### src/source/frame_decoder_pkg.sv
package frame_decoder_pkg;

    // --------------------------------------------------
    // stream and port sizes
    // --------------------------------------------------
    localparam int data_w   = 32;
    localparam int keep_w   = 4;
    localparam int mac_w    = 48;
    localparam int port_num = 8;
    localparam int fill_w   = 32;

    // congestion marking
    localparam logic [fill_w-1:0] fifo_alert_threshold = 32'd3000;
    localparam logic [7:0]        ecn_marked           = 8'h01;

    // label of output port 0, the others follow in order
    localparam logic [7:0] label_first = 8'd1;

    // words ahead of the payload on the output
    localparam int hdr_words = 4;

    // --------------------------------------------------
    // types
    // --------------------------------------------------
    typedef struct packed {
        logic [data_w-1:0] data;
        logic [keep_w-1:0] keep;
        logic              last;
    } axis_beat_t;

    typedef struct packed {
        logic [mac_w-1:0] dst_mac;
        logic [mac_w-1:0] src_mac;
        logic [15:0]      len_type;
        logic [7:0]       ecn;
        logic [7:0]       label;
    } frame_hdr_t;

    // field view of beat 3, label in the top byte
    typedef struct packed {
        logic [7:0]  label;
        logic [7:0]  ecn;
        logic [15:0] len_type;
    } tag_fields_t;

    typedef union packed {
        logic [data_w-1:0] raw;
        tag_fields_t       f;
    } tag_word_u;

    // one fill count per output port FIFO
    typedef logic [port_num-1:0][fill_w-1:0] fill_vec_t;

endpackage

### src/source/congestion_marker.sv
module congestion_marker
    import frame_decoder_pkg::*;
(
    input  frame_hdr_t          hdr,
    input  fill_vec_t           fifo_used,
    output logic [port_num-1:0] bus_sel,
    output logic [7:0]          ecn_out
);

    logic [7:0]                  label_off;
    logic                        in_range;
    logic [$clog2(port_num)-1:0] port_idx;

    // labels below label_first wrap to a large offset
    assign label_off = hdr.label - label_first;
    assign in_range  = label_off < 8'(port_num);
    assign port_idx  = label_off[$clog2(port_num)-1:0];

    always_comb begin
        bus_sel = '0;
        if (in_range) begin
            bus_sel[port_idx] = 1'b1;
        end
    end

    // mark when the selected FIFO is filling up
    always_comb begin
        if (in_range && (fifo_used[port_idx] > fifo_alert_threshold)) begin
            ecn_out = ecn_marked;
        end else begin
            ecn_out = hdr.ecn;
        end
    end

endmodule

### src/source/frame_decoder.sv
module frame_decoder
    import frame_decoder_pkg::*;
(
    input  logic                glb_clk,
    input  logic                glb_areset_n,

    // input stream
    input  logic                s_valid,
    input  axis_beat_t          s_beat,
    output logic                s_ready,

    // output stream
    output logic                m_valid,
    output axis_beat_t          m_beat,
    input  logic                m_ready,

    // port select and congestion inputs
    output logic [port_num-1:0] bus_sel,
    input  fill_vec_t           fifo_used
);

    frame_hdr_t  hdr;
    logic        hdr_done;
    logic        pay_start;
    logic [7:0]  pay_l0;
    axis_beat_t  pay_beat;
    logic        pay_valid;
    logic [7:0]  ecn_out;
    logic        frame_done;

    header_capture i_header_capture (
        .glb_clk      (glb_clk),
        .glb_areset_n (glb_areset_n),
        .s_valid      (s_valid),
        .s_beat       (s_beat),
        .frame_done   (frame_done),
        .s_ready      (s_ready),
        .hdr          (hdr),
        .hdr_done     (hdr_done),
        .pay_start    (pay_start)
    );

    payload_realigner i_payload_realigner (
        .glb_clk      (glb_clk),
        .glb_areset_n (glb_areset_n),
        .s_beat       (s_beat),
        .s_valid      (s_valid),
        .s_ready      (s_ready),
        .pay_start    (pay_start),
        .pay_l0       (pay_l0),
        .pay_beat     (pay_beat),
        .pay_valid    (pay_valid)
    );

    congestion_marker i_congestion_marker (
        .hdr          (hdr),
        .fifo_used    (fifo_used),
        .bus_sel      (bus_sel),
        .ecn_out      (ecn_out)
    );

    output_sequencer i_output_sequencer (
        .glb_clk      (glb_clk),
        .glb_areset_n (glb_areset_n),
        .hdr          (hdr),
        .hdr_done     (hdr_done),
        .ecn_out      (ecn_out),
        .pay_l0       (pay_l0),
        .pay_beat     (pay_beat),
        .pay_valid    (pay_valid),
        .m_ready      (m_ready),
        .m_valid      (m_valid),
        .m_beat       (m_beat),
        .frame_done   (frame_done)
    );

endmodule

### src/source/header_capture.sv
module header_capture
    import frame_decoder_pkg::*;
(
    input  logic       glb_clk,
    input  logic       glb_areset_n,
    input  logic       s_valid,
    input  axis_beat_t s_beat,
    input  logic       frame_done,
    output logic       s_ready,
    output frame_hdr_t hdr,
    output logic       hdr_done,
    output logic       pay_start
);

    typedef enum logic [2:0] {
        rx_idle,
        rx_dst,
        rx_split,
        rx_src,
        rx_tag,
        rx_payload,
        rx_wait_done
    } rx_state_t;

    rx_state_t        rx_state;
    logic             accept;
    logic             tag_seen_q;
    tag_word_u        tag_word;
    logic [mac_w-1:0] dst_mac_q;
    logic [mac_w-1:0] src_mac_q;
    logic [15:0]      len_type_q;
    logic [7:0]       ecn_q;
    logic [7:0]       label_q;

    assign accept       = s_valid && s_ready;
    assign tag_word.raw = s_beat.data;

    // --------------------------------------------------
    // receive FSM and input ready
    // --------------------------------------------------
    always_ff @(posedge glb_clk or negedge glb_areset_n) begin
        if (!glb_areset_n) begin
            rx_state   <= rx_idle;
            s_ready    <= 1'b0;
            tag_seen_q <= 1'b0;
            label_q    <= '0;
        end else begin
            tag_seen_q <= 1'b0;
            case (rx_state)
                rx_idle: begin
                    if (s_valid) begin
                        s_ready  <= 1'b1;
                        rx_state <= rx_dst;
                    end
                end
                rx_dst:   if (accept) rx_state <= rx_split;
                rx_split: if (accept) rx_state <= rx_src;
                rx_src:   if (accept) rx_state <= rx_tag;
                rx_tag: begin
                    if (accept) begin
                        label_q    <= tag_word.f.label;
                        tag_seen_q <= 1'b1;
                        rx_state   <= rx_payload;
                    end
                end
                rx_payload: begin
                    // close the input until the frame has left
                    if (accept && s_beat.last) begin
                        s_ready  <= 1'b0;
                        rx_state <= rx_wait_done;
                    end
                end
                rx_wait_done: begin
                    if (frame_done) begin
                        // label 0 selects no port
                        label_q  <= '0;
                        rx_state <= rx_idle;
                    end
                end
                default: rx_state <= rx_idle;
            endcase
        end
    end

    // MAC halves meet across the split beat
    always_ff @(posedge glb_clk) begin
        if (accept) begin
            case (rx_state)
                rx_dst: dst_mac_q[31:0] <= s_beat.data;
                rx_split: begin
                    dst_mac_q[47:32] <= s_beat.data[15:0];
                    src_mac_q[15:0]  <= s_beat.data[31:16];
                end
                rx_src: src_mac_q[47:16] <= s_beat.data;
                rx_tag: begin
                    len_type_q <= tag_word.f.len_type;
                    ecn_q      <= tag_word.f.ecn;
                end
                default: ;
            endcase
        end
    end

    assign hdr = '{dst_mac: dst_mac_q, src_mac: src_mac_q, len_type: len_type_q,
                   ecn: ecn_q, label: label_q};

    // first payload beat is on the input while these are high
    assign hdr_done  = tag_seen_q;
    assign pay_start = tag_seen_q;

endmodule

### src/source/output_sequencer.sv
module output_sequencer
    import frame_decoder_pkg::*;
(
    input  logic       glb_clk,
    input  logic       glb_areset_n,
    input  frame_hdr_t hdr,
    input  logic       hdr_done,
    input  logic [7:0] ecn_out,
    input  logic [7:0] pay_l0,
    input  axis_beat_t pay_beat,
    input  logic       pay_valid,
    input  logic       m_ready,
    output logic       m_valid,
    output axis_beat_t m_beat,
    output logic       frame_done
);

    typedef enum logic [2:0] {
        tx_idle,
        tx_word0,
        tx_word1,
        tx_word2,
        tx_word3,
        tx_payload,
        tx_drop
    } tx_state_t;

    tx_state_t         tx_state;
    logic              pay_end;
    logic              in_hdr;
    logic [data_w-1:0] hdr_word;

    assign pay_end = pay_valid && pay_beat.last;
    assign in_hdr  = (tx_state == tx_word0) || (tx_state == tx_word1) ||
                     (tx_state == tx_word2) || (tx_state == tx_word3);

    // --------------------------------------------------
    // transmit FSM
    // --------------------------------------------------
    always_ff @(posedge glb_clk or negedge glb_areset_n) begin
        if (!glb_areset_n) begin
            tx_state   <= tx_idle;
            frame_done <= 1'b0;
        end else begin
            frame_done <= 1'b0;
            case (tx_state)
                tx_idle: begin
                    if (hdr_done) begin
                        tx_state <= tx_word0;
                    end
                end
                tx_word0: begin
                    // refused at word 0, the whole frame goes
                    if (m_ready) begin
                        tx_state <= tx_word1;
                    end else begin
                        tx_state <= tx_drop;
                    end
                end
                tx_word1: tx_state <= tx_word2;
                tx_word2: tx_state <= tx_word3;
                tx_word3: tx_state <= tx_payload;
                tx_payload, tx_drop: begin
                    if (pay_end) begin
                        tx_state   <= tx_idle;
                        frame_done <= 1'b1;
                    end
                end
                default: tx_state <= tx_idle;
            endcase
        end
    end

    // header words, label byte removed from word 3
    always_comb begin
        case (tx_state)
            tx_word0: hdr_word = hdr.dst_mac[31:0];
            tx_word1: hdr_word = {hdr.src_mac[15:0], hdr.dst_mac[47:32]};
            tx_word2: hdr_word = hdr.src_mac[47:16];
            default:  hdr_word = {pay_l0, ecn_out, hdr.len_type};
        endcase
    end

    always_comb begin
        m_valid = 1'b0;
        m_beat  = '0;
        if (in_hdr) begin
            m_valid     = 1'b1;
            m_beat.data = hdr_word;
            m_beat.keep = '1;
        end else if ((tx_state == tx_payload) && pay_valid) begin
            m_valid = 1'b1;
            m_beat  = pay_beat;
        end
    end

endmodule

### src/source/payload_realigner.sv
module payload_realigner
    import frame_decoder_pkg::*;
(
    input  logic       glb_clk,
    input  logic       glb_areset_n,
    input  axis_beat_t s_beat,
    input  logic       s_valid,
    input  logic       s_ready,
    input  logic       pay_start,
    output logic [7:0] pay_l0,
    output axis_beat_t pay_beat,
    output logic       pay_valid
);

    logic                       accept;
    logic                       active_q;
    logic                       tail_pend_q;
    logic [keep_w-1:0]          tail_keep_q;
    logic [data_w-9:0]          hold_q;
    axis_beat_t                 st0_beat_q;
    logic                       st0_valid_q;
    axis_beat_t [hdr_words-2:0] dly_beat_q;
    logic [hdr_words-2:0]       dly_valid_q;

    assign accept = s_valid && s_ready;

    // --------------------------------------------------
    // byte shift control
    // --------------------------------------------------
    always_ff @(posedge glb_clk or negedge glb_areset_n) begin
        if (!glb_areset_n) begin
            active_q    <= 1'b0;
            tail_pend_q <= 1'b0;
            st0_valid_q <= 1'b0;
            dly_valid_q <= '0;
        end else begin
            st0_valid_q <= 1'b0;
            if (pay_start && accept) begin
                // a one-beat payload goes straight to the tail
                active_q    <= !s_beat.last;
                tail_pend_q <= s_beat.last;
            end else if (tail_pend_q) begin
                tail_pend_q <= 1'b0;
                st0_valid_q <= 1'b1;
            end else if (active_q && accept) begin
                st0_valid_q <= 1'b1;
                if (s_beat.last) begin
                    active_q    <= 1'b0;
                    tail_pend_q <= (s_beat.keep != keep_w'(1));
                end
            end
            dly_valid_q <= {dly_valid_q[hdr_words-3:0], st0_valid_q};
        end
    end

    // upper three bytes wait for the low byte of the next beat
    always_ff @(posedge glb_clk) begin
        if (pay_start && accept) begin
            pay_l0      <= s_beat.data[7:0];
            hold_q      <= s_beat.data[data_w-1:8];
            tail_keep_q <= {1'b0, s_beat.keep[keep_w-1:1]};
        end else if (tail_pend_q) begin
            st0_beat_q <= '{data: {8'h00, hold_q}, keep: tail_keep_q, last: 1'b1};
        end else if (active_q && accept) begin
            st0_beat_q.data <= {s_beat.data[7:0], hold_q};
            st0_beat_q.keep <= '1;
            st0_beat_q.last <= s_beat.last && (s_beat.keep == keep_w'(1));
            hold_q          <= s_beat.data[data_w-1:8];
            tail_keep_q     <= {1'b0, s_beat.keep[keep_w-1:1]};
        end
        dly_beat_q <= {dly_beat_q[hdr_words-3:0], st0_beat_q};
    end

    // --------------------------------------------------
    // delay line puts the payload right behind word 3
    // --------------------------------------------------
    assign pay_beat  = dly_beat_q[hdr_words-2];
    assign pay_valid = dly_valid_q[hdr_words-2];

endmodule
### config.mk
export PLATFORM = sky130hd
export DESIGN_NAME = frame_decoder
export DESIGN_NICKNAME = d
export VERILOG_FILES = /design/src/source/frame_decoder_pkg.sv /design/src/source/congestion_marker.sv /design/src/source/frame_decoder.sv /design/src/source/header_capture.sv /design/src/source/output_sequencer.sv /design/src/source/payload_realigner.sv
export SDC_FILE = /design/constraint.sdc
export NUM_CORES = 1
export LEC_CHECK = 0
export BUFFER_PORTS_ARGS = -buffer_cell sky130_fd_sc_hd__buf_2
export CAP_MARGIN = 20
export CORE_ASPECT_RATIO = 0.9
export CORE_MARGIN = 5
export CORE_UTILIZATION = 51
export CTS_CLUSTER_SIZE = 20
export DETAILED_ROUTE_END_ITERATION = 7
export PLACE_DENSITY = 0.82
export REMOVE_ABC_BUFFERS = 1
export SETUP_SLACK_MARGIN = 0.1
export SLEW_MARGIN = 10
export SYNTH_ARGS = -nofsm -noshare
export SYNTH_HDL_FRONTEND = slang
export SYNTH_SLANG_ARGS = --single-unit
### constraint.sdc
create_clock -name glb_clk -period 4.6 [get_ports glb_clk]
set_clock_uncertainty 0.15 [all_clocks]
set_input_delay 0.69 -clock glb_clk [delete_from_list [all_inputs] [get_ports glb_clk]]
set_output_delay 0.69 -clock glb_clk [all_outputs]
set_load 0.01 [all_outputs]
# Yosys cells after proc, flatten, opt, wreduce, memory -nomap -nowiden
# Index checks and enable logic that the tools add are counted.
dict set report classes {
  add_sub_neg 1
  magnitude_cmp 4
  eq_ne 24
  muxes 53
  n_bitwise 1
  reduce_logical 32
}
# op count
set ops {}
lappend ops {{$bmux 32 s3} 1}
lappend ops {{$pmux 32 s3} 1}
lappend ops {{$mux 37} 2}
lappend ops {{$mux 24} 3}
lappend ops {{$mux 3} 13}
lappend ops {{$mux 36} 1}
lappend ops {{$gt 32x12->1 const B} 1}
lappend ops {{$mux 32} 1}
lappend ops {{$mux 8} 4}
lappend ops {{$mux 29} 1}
lappend ops {{$mux 1} 21}
lappend ops {{$pmux 3 s7} 1}
lappend ops {{$eq 3x3->1 const B} 6}
lappend ops {{$pmux 3 s6} 1}
lappend ops {{$pmux 8 s2} 1}
lappend ops {{$ne 2x1->1 const B} 7}
lappend ops {{$reduce_and 2->1} 7}
lappend ops {{$eq 3x2->1 const B} 4}
lappend ops {{$reduce_bool 2->1} 5}
lappend ops {{$logic_and 1x1->1} 9}
lappend ops {{$reduce_and 3->1} 3}
lappend ops {{$lt 8x4->1 const B} 1}
lappend ops {{$sub 8x1->8 const B} 1}
lappend ops {{$reduce_and 7->1} 1}
lappend ops {{other kinds (13)} 19}
dict set report word_totals {
  regBits 326
  in_bits 297
}

# Logic depth before layout (Yosys ltp)
# Gate-level depths: netlist of run 1.
dict set report depth {
  word_depth 8
  depth_mapped 12
}

# By module
# From an unflattened synthesis of run 1, not the netlist that was laid out.
dict set report unflattened {
  cells_unflattened 820
  hier_area_um2 12050.3
}
# mod n_inst cells_per_inst area_each_um2
set by_module_without_submodules {}
lappend by_module_without_submodules {payload_realigner 1 252 4967.3}
lappend by_module_without_submodules {header_capture 1 188 4280.4}
lappend by_module_without_submodules {output_sequencer 1 190 1458.9}
lappend by_module_without_submodules {congestion_marker 1 190 1343.8}

# Worst setup path before layout of run 1
# OpenSTA, ideal clock, no wires.
dict set report synth_path {
  path_type {reg2out}
  startpoint {register i_header_capture.label_q[0]}
  endpoint {output port m_beat[21] in the netlist's numbering}
  t_arrival_ns 2.847
  path_slack_ns 0.913
  stages_incl_launch_ff 12
  cell_sequence {dfrtp_1 clkbuf_2 inv_1 clkbuf_1 ha_1 xor2_2 mux4_2 mux2i_1 nand3_1 o21ai_1 o21ai_2 o41a_1}
}
# item line_no
set synth_rtl {}
lappend synth_rtl {{start: declaration} header_capture.sv:33} ;# logic [7:0] label_q;
lappend synth_rtl {{start signal: assignment} header_capture.sv:61} ;# label_q <= tag_word.f.label;
lappend synth_rtl {{end: declaration} frame_decoder.sv:14} ;# output axis_beat_t m_beat,

==> impl_metrics.ini, run 1 <==
[die]
pin_count = 344
rows = 52
start_util_pct = 51.4
fp.dieArea_um2 = 25700
die_w_um = 168
die_h_um = 152
core-area_um2 = 22400

[critical_path]
arrival_ns = 3.38
end_kind = output pin
worst_setup_path_start_kind = register
r2r_slack_ns = 2.13
r2r-end = i_payload_realigner.active_q
r2r_start = i_payload_realigner.tail_pend_q
worstPathMaxFanout = 17
required_ns = 3.76
critPathKind = register to output pin
ff2ff_path_depth = 6

[timing]
finalSetupViolCount = 0
max_freq_mhz = 237
finalSetupTns_ns = 0
period_share_pct = 91.7
worst_pin_slew_ns = 0.930
maxSlewViolCount = 0
period_needed_ns = 4.22
rsz0062_at_grt = no
relSlewSlack_pct = 38.0
hold_viol = 0

[cts]
clock_sinks = 326
root_buffer = clkbuf_16
path_clk_slew_ns = 0.07
cts_buffers = 29
cts.htree.levels = 1
cts_buffer_depth = 3
cts_tree = done
clkLatencyLatePin_ns = 0.54

[yosys]
ys_ff_latch = 326
avgSynthCellArea_um2 = 15.1
yosys_warnings = 0
netlist_instances = 764
synthFlopType = edfxtp_1
ys_seq_area_share_pct = 74.4
async_flop_share_pct = 7.06
synth_enable_flop_cells = 192
syn_area_um2 = 11500
synthDistinctLibCells = 57

[route]
drc = 0
routed-wl-met2_mm = 19.3
via_per_inst = 5.73
firstDrtPassIters = 5
wl_per_cell_um = 26.8
ant_nets = 0
drt-total-wl_mm = 38.9
drt_iter0_markers = 839
met1_length_mm = 15.0
dr_wl_met3_mm = 3.71
highest_layer = met5
route.vias.total = 8312

[grt]
grt_pass1_wl_mm = 55.3
antenna_found_initial = 13
grt_overflow = 0
grt_pass1_vias = 8603
grt_max_degree = 43
track_usage_pct = 29.4

[placement]
dpl.cell_count = 1388
placed_cell_area_um2 = 13700
place_congestion = 1.01
dp_hpwl_mm = 28.9
io_buffers = 343

[power]
p_int_mw = 5.94
clock_power_share_pct = 27.1
pwr-share-comb_pct = 30.8
ir_drop_mv = 0.473
power_switching_mw = 2.85
leakage_nw = 5.80
switching_share_pct = 32.4
p_per_area_nw_per_um2 = 598
p_seq_share_pct = 42.1

[worst_hold_path]
hold_class = register to register
whs_endpoint = i_payload_realigner.dly_beat_q[56]
whs_path_depth = 0
min_from = i_payload_realigner.dly_beat_q[19]

[cells_and_area]
areaGrowthSynthToFinish_pct = 27.9
finalNetCount = 1424
design_area_um2 = 14700
stdcell_count = 1450
drive_above_1_share_pct = 41.4
n_fill_cell = 1580

[job]
drv_cap = 0

[status]
status = complete, no violations
per-stage QoR:
stage | worst slack [ns] | power (mW) | hold slack, ns | util [%]
after floorplan | -0.00218 | 5.16 | 0.160 | -
after global placement | 0.524 | 6.28 | 0.160 | 61.0
after detailed placement | 0.551 | 6.35 | 0.162 | 61.0
after CTS | 0.104 | 8.76 | 0.176 | 65.4
after global routing | 0.102 | 9.17 | 0.169 | 65.7
final | 0.384 | 8.79 | 0.176 | 65.7
power groups by stage:
stage / sequential [mW] / clock [mW] / combinational, mW
2_1_floorplan: 3.81 / 0 / 1.36
3_3_place_gp: 3.72 / 0 / 2.56
3_5_place_dp: 3.74 / 0 / 2.61
4_1_cts: 3.69 / 2.41 / 2.65
5_1_grt: 3.73 / 2.55 / 2.89
6_report: 3.70 / 2.38 / 2.70
registers in the layout, indices dropped and copies added (netlist names):
signal and cells:
i_header_capture.dst_mac_q 48, i_payload_realigner.pay_l0 8, i_header_capture.rx_state 3, i_payload_realigner.tail_pend_q 1, i_output_sequencer.frame_done 1, i_header_capture.ecn_q 8, i_payload_realigner.active_q 1, i_payload_realigner.st0_valid_q 1
i_header_capture.src_mac_q 48, i_payload_realigner.pay_beat 37, i_header_capture.len_type_q 16, i_header_capture.s_ready 1, i_payload_realigner.dly_valid_q 3, i_payload_realigner.hold_q 24, i_header_capture.hdr_done 1, i_header_capture.label_q 8
i_payload_realigner.tail_keep_q 3, i_payload_realigner.st0_beat_q 37, i_output_sequencer.tx_state 3, i_payload_realigner.dly_beat_q 74
critical path, cell delays in order (launching register included):
cell and delay [ns]:
dfrtp_1 0.35, buf_4 0.28, nor4b_1 0.27, nand4_1 0.43, nor4_2 0.39, o21ai_0 0.12
a21boi_0 0.30, o21ai_2 0.21, o41a_1 0.35, buf_2 0.14
timing repair:
action / in CTS / in global routing
resized for setup: 1 / 3
buffers inserted: 0 / 1
gates cloned: 0 / 1
hold buffers: 1 / 0
endpoints found under the setup margin: 7 / 8
endpoints found under the hold margin: 7 / 0
worst max-delay path by stage:
| stage | endpoint | from | depth (start not counted) | slack, ns |
|---|---|---|---|---|
| 6_report | m_beat[21] | i_header_capture.label_q[0] | 9 | 0.38 |
| 2_1_floorplan | m_beat[21] | i_header_capture.label_q[0] | 9 | -0.002 |
| 5_1_grt | m_beat[27] | i_header_capture.label_q[0] | 9 | 0.10 |
| 3_3_place_gp | m_beat[21] | fifo_used[23] | 9 | 0.52 |
| 4_1_cts | m_beat[27] | i_header_capture.label_q[1] | 10 | 0.10 |
| 3_5_place_dp | m_beat[21] | fifo_used[31] | 9 | 0.55 |
layer usage:
layer	GRT usage, %	vias to the layer above
met5	0	-
met3	6.10	54
met1	40.2	4080
met2	49.0	470
met4	6.92	4
li1	-	3704
cells in the final DEF, fill, tap and decap left out, types with 4 or more instances in the layout:
cell / netlist / routed
clkbuf_16: 0 / 30
clkinv_1: 0 / 4
nor2_1: 22 / 20
edfxtp_1: 192 / 192
buf_2: 4 / 343
a21o_1: 5 / 5
inv_1: 6 / 6
buf_4: 1 / 29
o41ai_1: 5 / 5
nand3_1: 15 / 15
nor2b_1: 11 / 10
nand4_1: 13 / 13
a21oi_1: 12 / 11
a22oi_1: 56 / 56
clkbuf_1: 33 / 5
dfxtp_1: 111 / 111
a22o_1: 8 / 8
nand2_1: 34 / 34
diode_2: 0 / 4
mux2i_1: 4 / 4
mux4_2: 6 / 6
nand2b_1: 7 / 7
o21ai_0: 46 / 46
a31oi_1: 10 / 10
o211ai_1: 5 / 5
dfrtp_1: 23 / 22
clkbuf_8: 0 / 7
mux2_2: 33 / 33
nand3b_1: 5 / 5
nor4_1: 36 / 35
nor3_1: 14 / 12
synth_stat cells (3+ instances only):
cell | number | area, um2
dfrtp_1 | 23 | 576
o41ai_1 | 5 | 43.8
buf_2 | 4 | 20.0
nor4_1 | 36 | 225
nand3b_1 | 5 | 37.5
a211oi_1 | 3 | 22.5
dfxtp_1 | 111 | 2220
a22oi_1 | 56 | 420
inv_1 | 6 | 22.5
nand2_1 | 34 | 128
a21o_1 | 5 | 37.5
nand2b_1 | 7 | 43.8
a22o_1 | 8 | 70.1
mux2i_1 | 4 | 40.0
edfxtp_1 | 192 | 5770
buf_1 | 3 | 11.3
mux4_2 | 6 | 135
nand4_1 | 13 | 81.3
nor2b_1 | 11 | 68.8
o21ai_0 | 46 | 230
nor3_1 | 14 | 70.1
a21oi_1 | 12 | 60.1
mux2_2 | 33 | 372
nor2_1 | 22 | 82.6
clkbuf_1 | 33 | 124
a31oi_1 | 10 | 62.6
nor4b_1 | 3 | 26.3
o211ai_1 | 5 | 37.5
nand3_1 | 15 | 75.1
or4_1 | 3 | 22.5
cells by family (layout without fill, tap and decap cells):
family / count (synthesis) / in the layout / share of synthesized area (%)
flip-flops: 326 / 326 / 74.4
AND/OR/NAND/NOR: 174 / 174 / 8.39
AO/OA/AOI/OAI: 165 / 165 / 9.71
buffers and inverters: 50 / 434 / 1.85
multiplexers: 45 / 45 / 5.21
XOR/XNOR: 3 / 4 / 0.294
adder cells (fa/ha/maj): 1 / 1 / 0.109
other: 0 / 4 / 0
cell type report:
class	instances	area, um2	area share, %
antenna	4	10.0	0.0681
clock buffer	42	866	5.89
clock inverter	12	95.1	0.647
inverter	6	22.5	0.153
multi-input combinational	389	2810	19.1
sequential	326	8560	58.2
tap	297	372	2.53
timing repair buffer	374	1960	13.4
No activity file was read; power rests on OpenSTA's default activity.
==> run 2, diff against run 1 <==
--- a/config.mk
+++ b/config.mk
@@ -9,13 +9,14 @@
 export CAP_MARGIN = 20
 export CORE_ASPECT_RATIO = 0.9
 export CORE_MARGIN = 5
-export CORE_UTILIZATION = 51
+export CORE_UTILIZATION = 52
 export CTS_CLUSTER_SIZE = 20
 export DETAILED_ROUTE_END_ITERATION = 7
-export PLACE_DENSITY = 0.82
+export PLACE_DENSITY = 0.83
 export REMOVE_ABC_BUFFERS = 1
 export SETUP_SLACK_MARGIN = 0.1
 export SLEW_MARGIN = 10
 export SYNTH_ARGS = -nofsm -noshare
 export SYNTH_HDL_FRONTEND = slang
+export SYNTH_HIERARCHICAL = 1
 export SYNTH_SLANG_ARGS = --single-unit
==> impl_metrics.ini, run 2 <==
[power]
switching_share_pct = 31.4
p_int_mw = 5.85
ir_drop_mv = 0.406
total_power_mw = 8.53
power_switching_mw = 2.68
clock_power_share_pct = 28.5
leakage_nw = 6.09
p_per_area_nw_per_um2 = 557
p_seq_share_pct = 39.5
pwr-share-comb_pct = 32.0

[timing]
relSlewSlack_pct = 32.3
period_needed_ns = 4.57
max_freq_mhz = 219
finalSetupViolCount = 0
finalSetupTns_ns = 0
hold_viol = 0
maxSlewViolCount = 0
rsz0062_at_grt = yes
period_share_pct = 99.5
worst_pin_slew_ns = 1.01

[yosys]
synth_enable_flop_cells = 192
ys_ff_latch = 326
ys_seq_area_share_pct = 71.1
synth_common_cells = 192 x edfxtp_1, 111 x dfxtp_1, 58 x a22oi_1
synthTopCellsByArea = edfxtp_1 48%, dfxtp_1 18%, dfrtp_1 4.8%, a22oi_1 3.6%, buf_4 2.9%
synthFlopType = edfxtp_1
yosys.area.top_type = edfxtp_1
async_flop_share_pct = 7.06
synthDistinctLibCells = 62
synth_top_area_share_pct = 47.8
synth.most_common_cell = edfxtp_1
yosys_warnings = 6
syn_area_um2 = 12100
netlist_instances = 820
avgSynthCellArea_um2 = 14.7

[cells_and_area]
areaGrowthSynthToFinish_pct = 27.1
drive_above_1_share_pct = 43.5
top_register = i_payload_realigner/dly_beat_q
largest_reg_flops = 74
final_common_cell = buf_2
mostFrequentLayoutCells = 343 x buf_2, 192 x edfxtp_1, 111 x dfxtp_1, 56 x a22oi_1
reg_top3 = i_payload_realigner/dly_beat_q x74, i_header_capture/dst_mac_q x48, i_header_capture/src_mac_q x48
finalNetCount = 1463

[critical_path]
end_kind = output pin
worstPathMaxFanout = 6
crit_path_end = m_beat[22]
worst_setup_path_start_kind = register
r2r-end = i_header_capture/dst_mac_q[37]
arrival_ns = 3.73
startpoint = i_header_capture/label_q[0]
ff2ff_path_depth = 3
r2r_start = i_header_capture/s_ready
critPathKind = register to output pin
required_ns = 3.76
r2r_slack_ns = 2.10

[job]
drv_cap = 0

[die]
start_util_pct = 53.2
rows = 52
die_w_um = 170
die_h_um = 154
pin_count = 344
core-area_um2 = 22600
fp.dieArea_um2 = 26300

[route]
wl_per_cell_um = 25.5
ant_nets = 0
route.vias.total = 8587
drc = 0
via_per_inst = 5.75
drt_iter0_markers = 772
drt-total-wl_mm = 38.1
firstDrtPassIters = 5

[placement]
place_congestion = 1.07
dp_hpwl_mm = 25.8
io_buffers = 343

[cts]
cts.htree.levels = 1
path_clk_slew_ns = 0.06
clkLatencyLatePin_ns = 0.54
root_buffer = clkbuf_16
cts_buffers = 30
clock_sinks = 326
cts_buffer_depth = 3
cts_tree = done

[grt]
antenna_found_initial = 9
grt_overflow = 0
grt_pass1_wl_mm = 55.3
grt_max_degree = 45
grt_pass1_vias = 9102
track_usage_pct = 28.2

[worst_hold_path]
hold_class = register to register
whs_path_depth = 0

[status]
status = complete, no violations
run 2: area by class of cell:
cell class,instances,area (um2)
clock inverter,10,106
inverter,17,63.8
antenna,7,17.5
fill,1516,7330
multi-input combinational,399,3130
timing repair buffer,391,2200
sequential,326,8570
tap,297,372
clock buffer,46,863
run 2: what timing repair did:
action | CTS | global route
hold buffers | 1 | 0
gates resized for setup | 25 | 22
pin swaps | 10 | 15
setup buffers | 15 | 5
endpoints found under the hold margin | 23 | 0
gates cloned | 3 | 0
setup endpoints to repair | 8 | 8
run 2: worst min path at each step:
stage,end,from,slack [ns]
after floorplan,i_payload_realigner/dly_beat_q[37],i_payload_realigner/dly_beat_q[0],0.16
after detailed placement,i_payload_realigner/dly_beat_q[47],i_payload_realigner/dly_beat_q[10],0.16
after global routing,i_payload_realigner/pay_beat[25],i_payload_realigner/dly_beat_q[62],0.18
after CTS,i_payload_realigner/pay_beat[36],i_payload_realigner/dly_beat_q[73],0.17
after global placement,i_payload_realigner/dly_beat_q[52],i_payload_realigner/dly_beat_q[15],0.16
final,i_payload_realigner/dly_beat_q[48],i_payload_realigner/dly_beat_q[11],0.18
run 2: power groups by stage:
stage          Sequential (mW)  Combinational, mW  Clock [mW]
6_report                  3.37               2.73        2.43
5_1_grt                   3.38               2.91        2.58
4_1_cts                   3.37               2.59        2.44
3_5_place_dp              3.42               2.25           0
3_3_place_gp              3.41               2.20           0
2_1_floorplan             3.49               1.22           0
run 2: routing by layer:
layer / vias up / global-route usage [%] / share of wire [%]
li1: 3807 / - / -
met1: 4244 / 36.6 / 38
met2: 463 / 48.1 / 51
met3: 69 / 5.13 / 7.7
met4: 4 / 9.43 / 3.4
met5: - / 0 / 0.055
run 2: cell families after synthesis:
| kind of cell | Yosys count | synth area share [%] |
|---|---|---|
| DFF | 326 | 71.1 |
| xor gates and xnor gates | 4 | 0.353 |
| AOI/OAI and AO/OA | 160 | 9.06 |
| buffers and inverters | 95 | 4.96 |
| and+or+nand+nor | 182 | 8.76 |
| adders and majority gates | 1 | 0.104 |
| muxes | 52 | 5.69 |
run 2: critical path: stages, from the launching register on:
cell       delay [ns]
dfrtp_1          0.36
inv_2            0.06
ha_4             0.19
xor2_4           0.16
buf_6            0.15
buf_6            0.11
or3_4            0.37
a31oi_4          0.23
nor3_4           0.07
o2111a_1         0.16
a2111oi_4        0.35
buf_6            0.18
buf_6            0.10
nor3b_2          0.04
nand3b_1         0.14
a21oi_2          0.06
a211o_1          0.31
buf_6            0.13
run 2: stage by stage:
| step | worst slack, ns | hold slack, ns | util (%) | cells | instance area (um2) |
|---|---|---|---|---|---|
| 5_1_grt | -0.0970 | 0.181 | 67.6 | 1492 | 15300 |
| 2_1_floorplan | -0.432 | 0.160 | - | 742 | 11500 |
| 6_report | 0.0252 | 0.175 | 67.6 | 1493 | 15300 |
| 3_5_place_dp | 0.212 | 0.162 | 61.2 | 1406 | 13900 |
| 3_3_place_gp | 0.402 | 0.160 | 61.2 | 1406 | 13900 |
| 4_1_cts | 0.0890 | 0.166 | 66.8 | 1481 | 15100 |
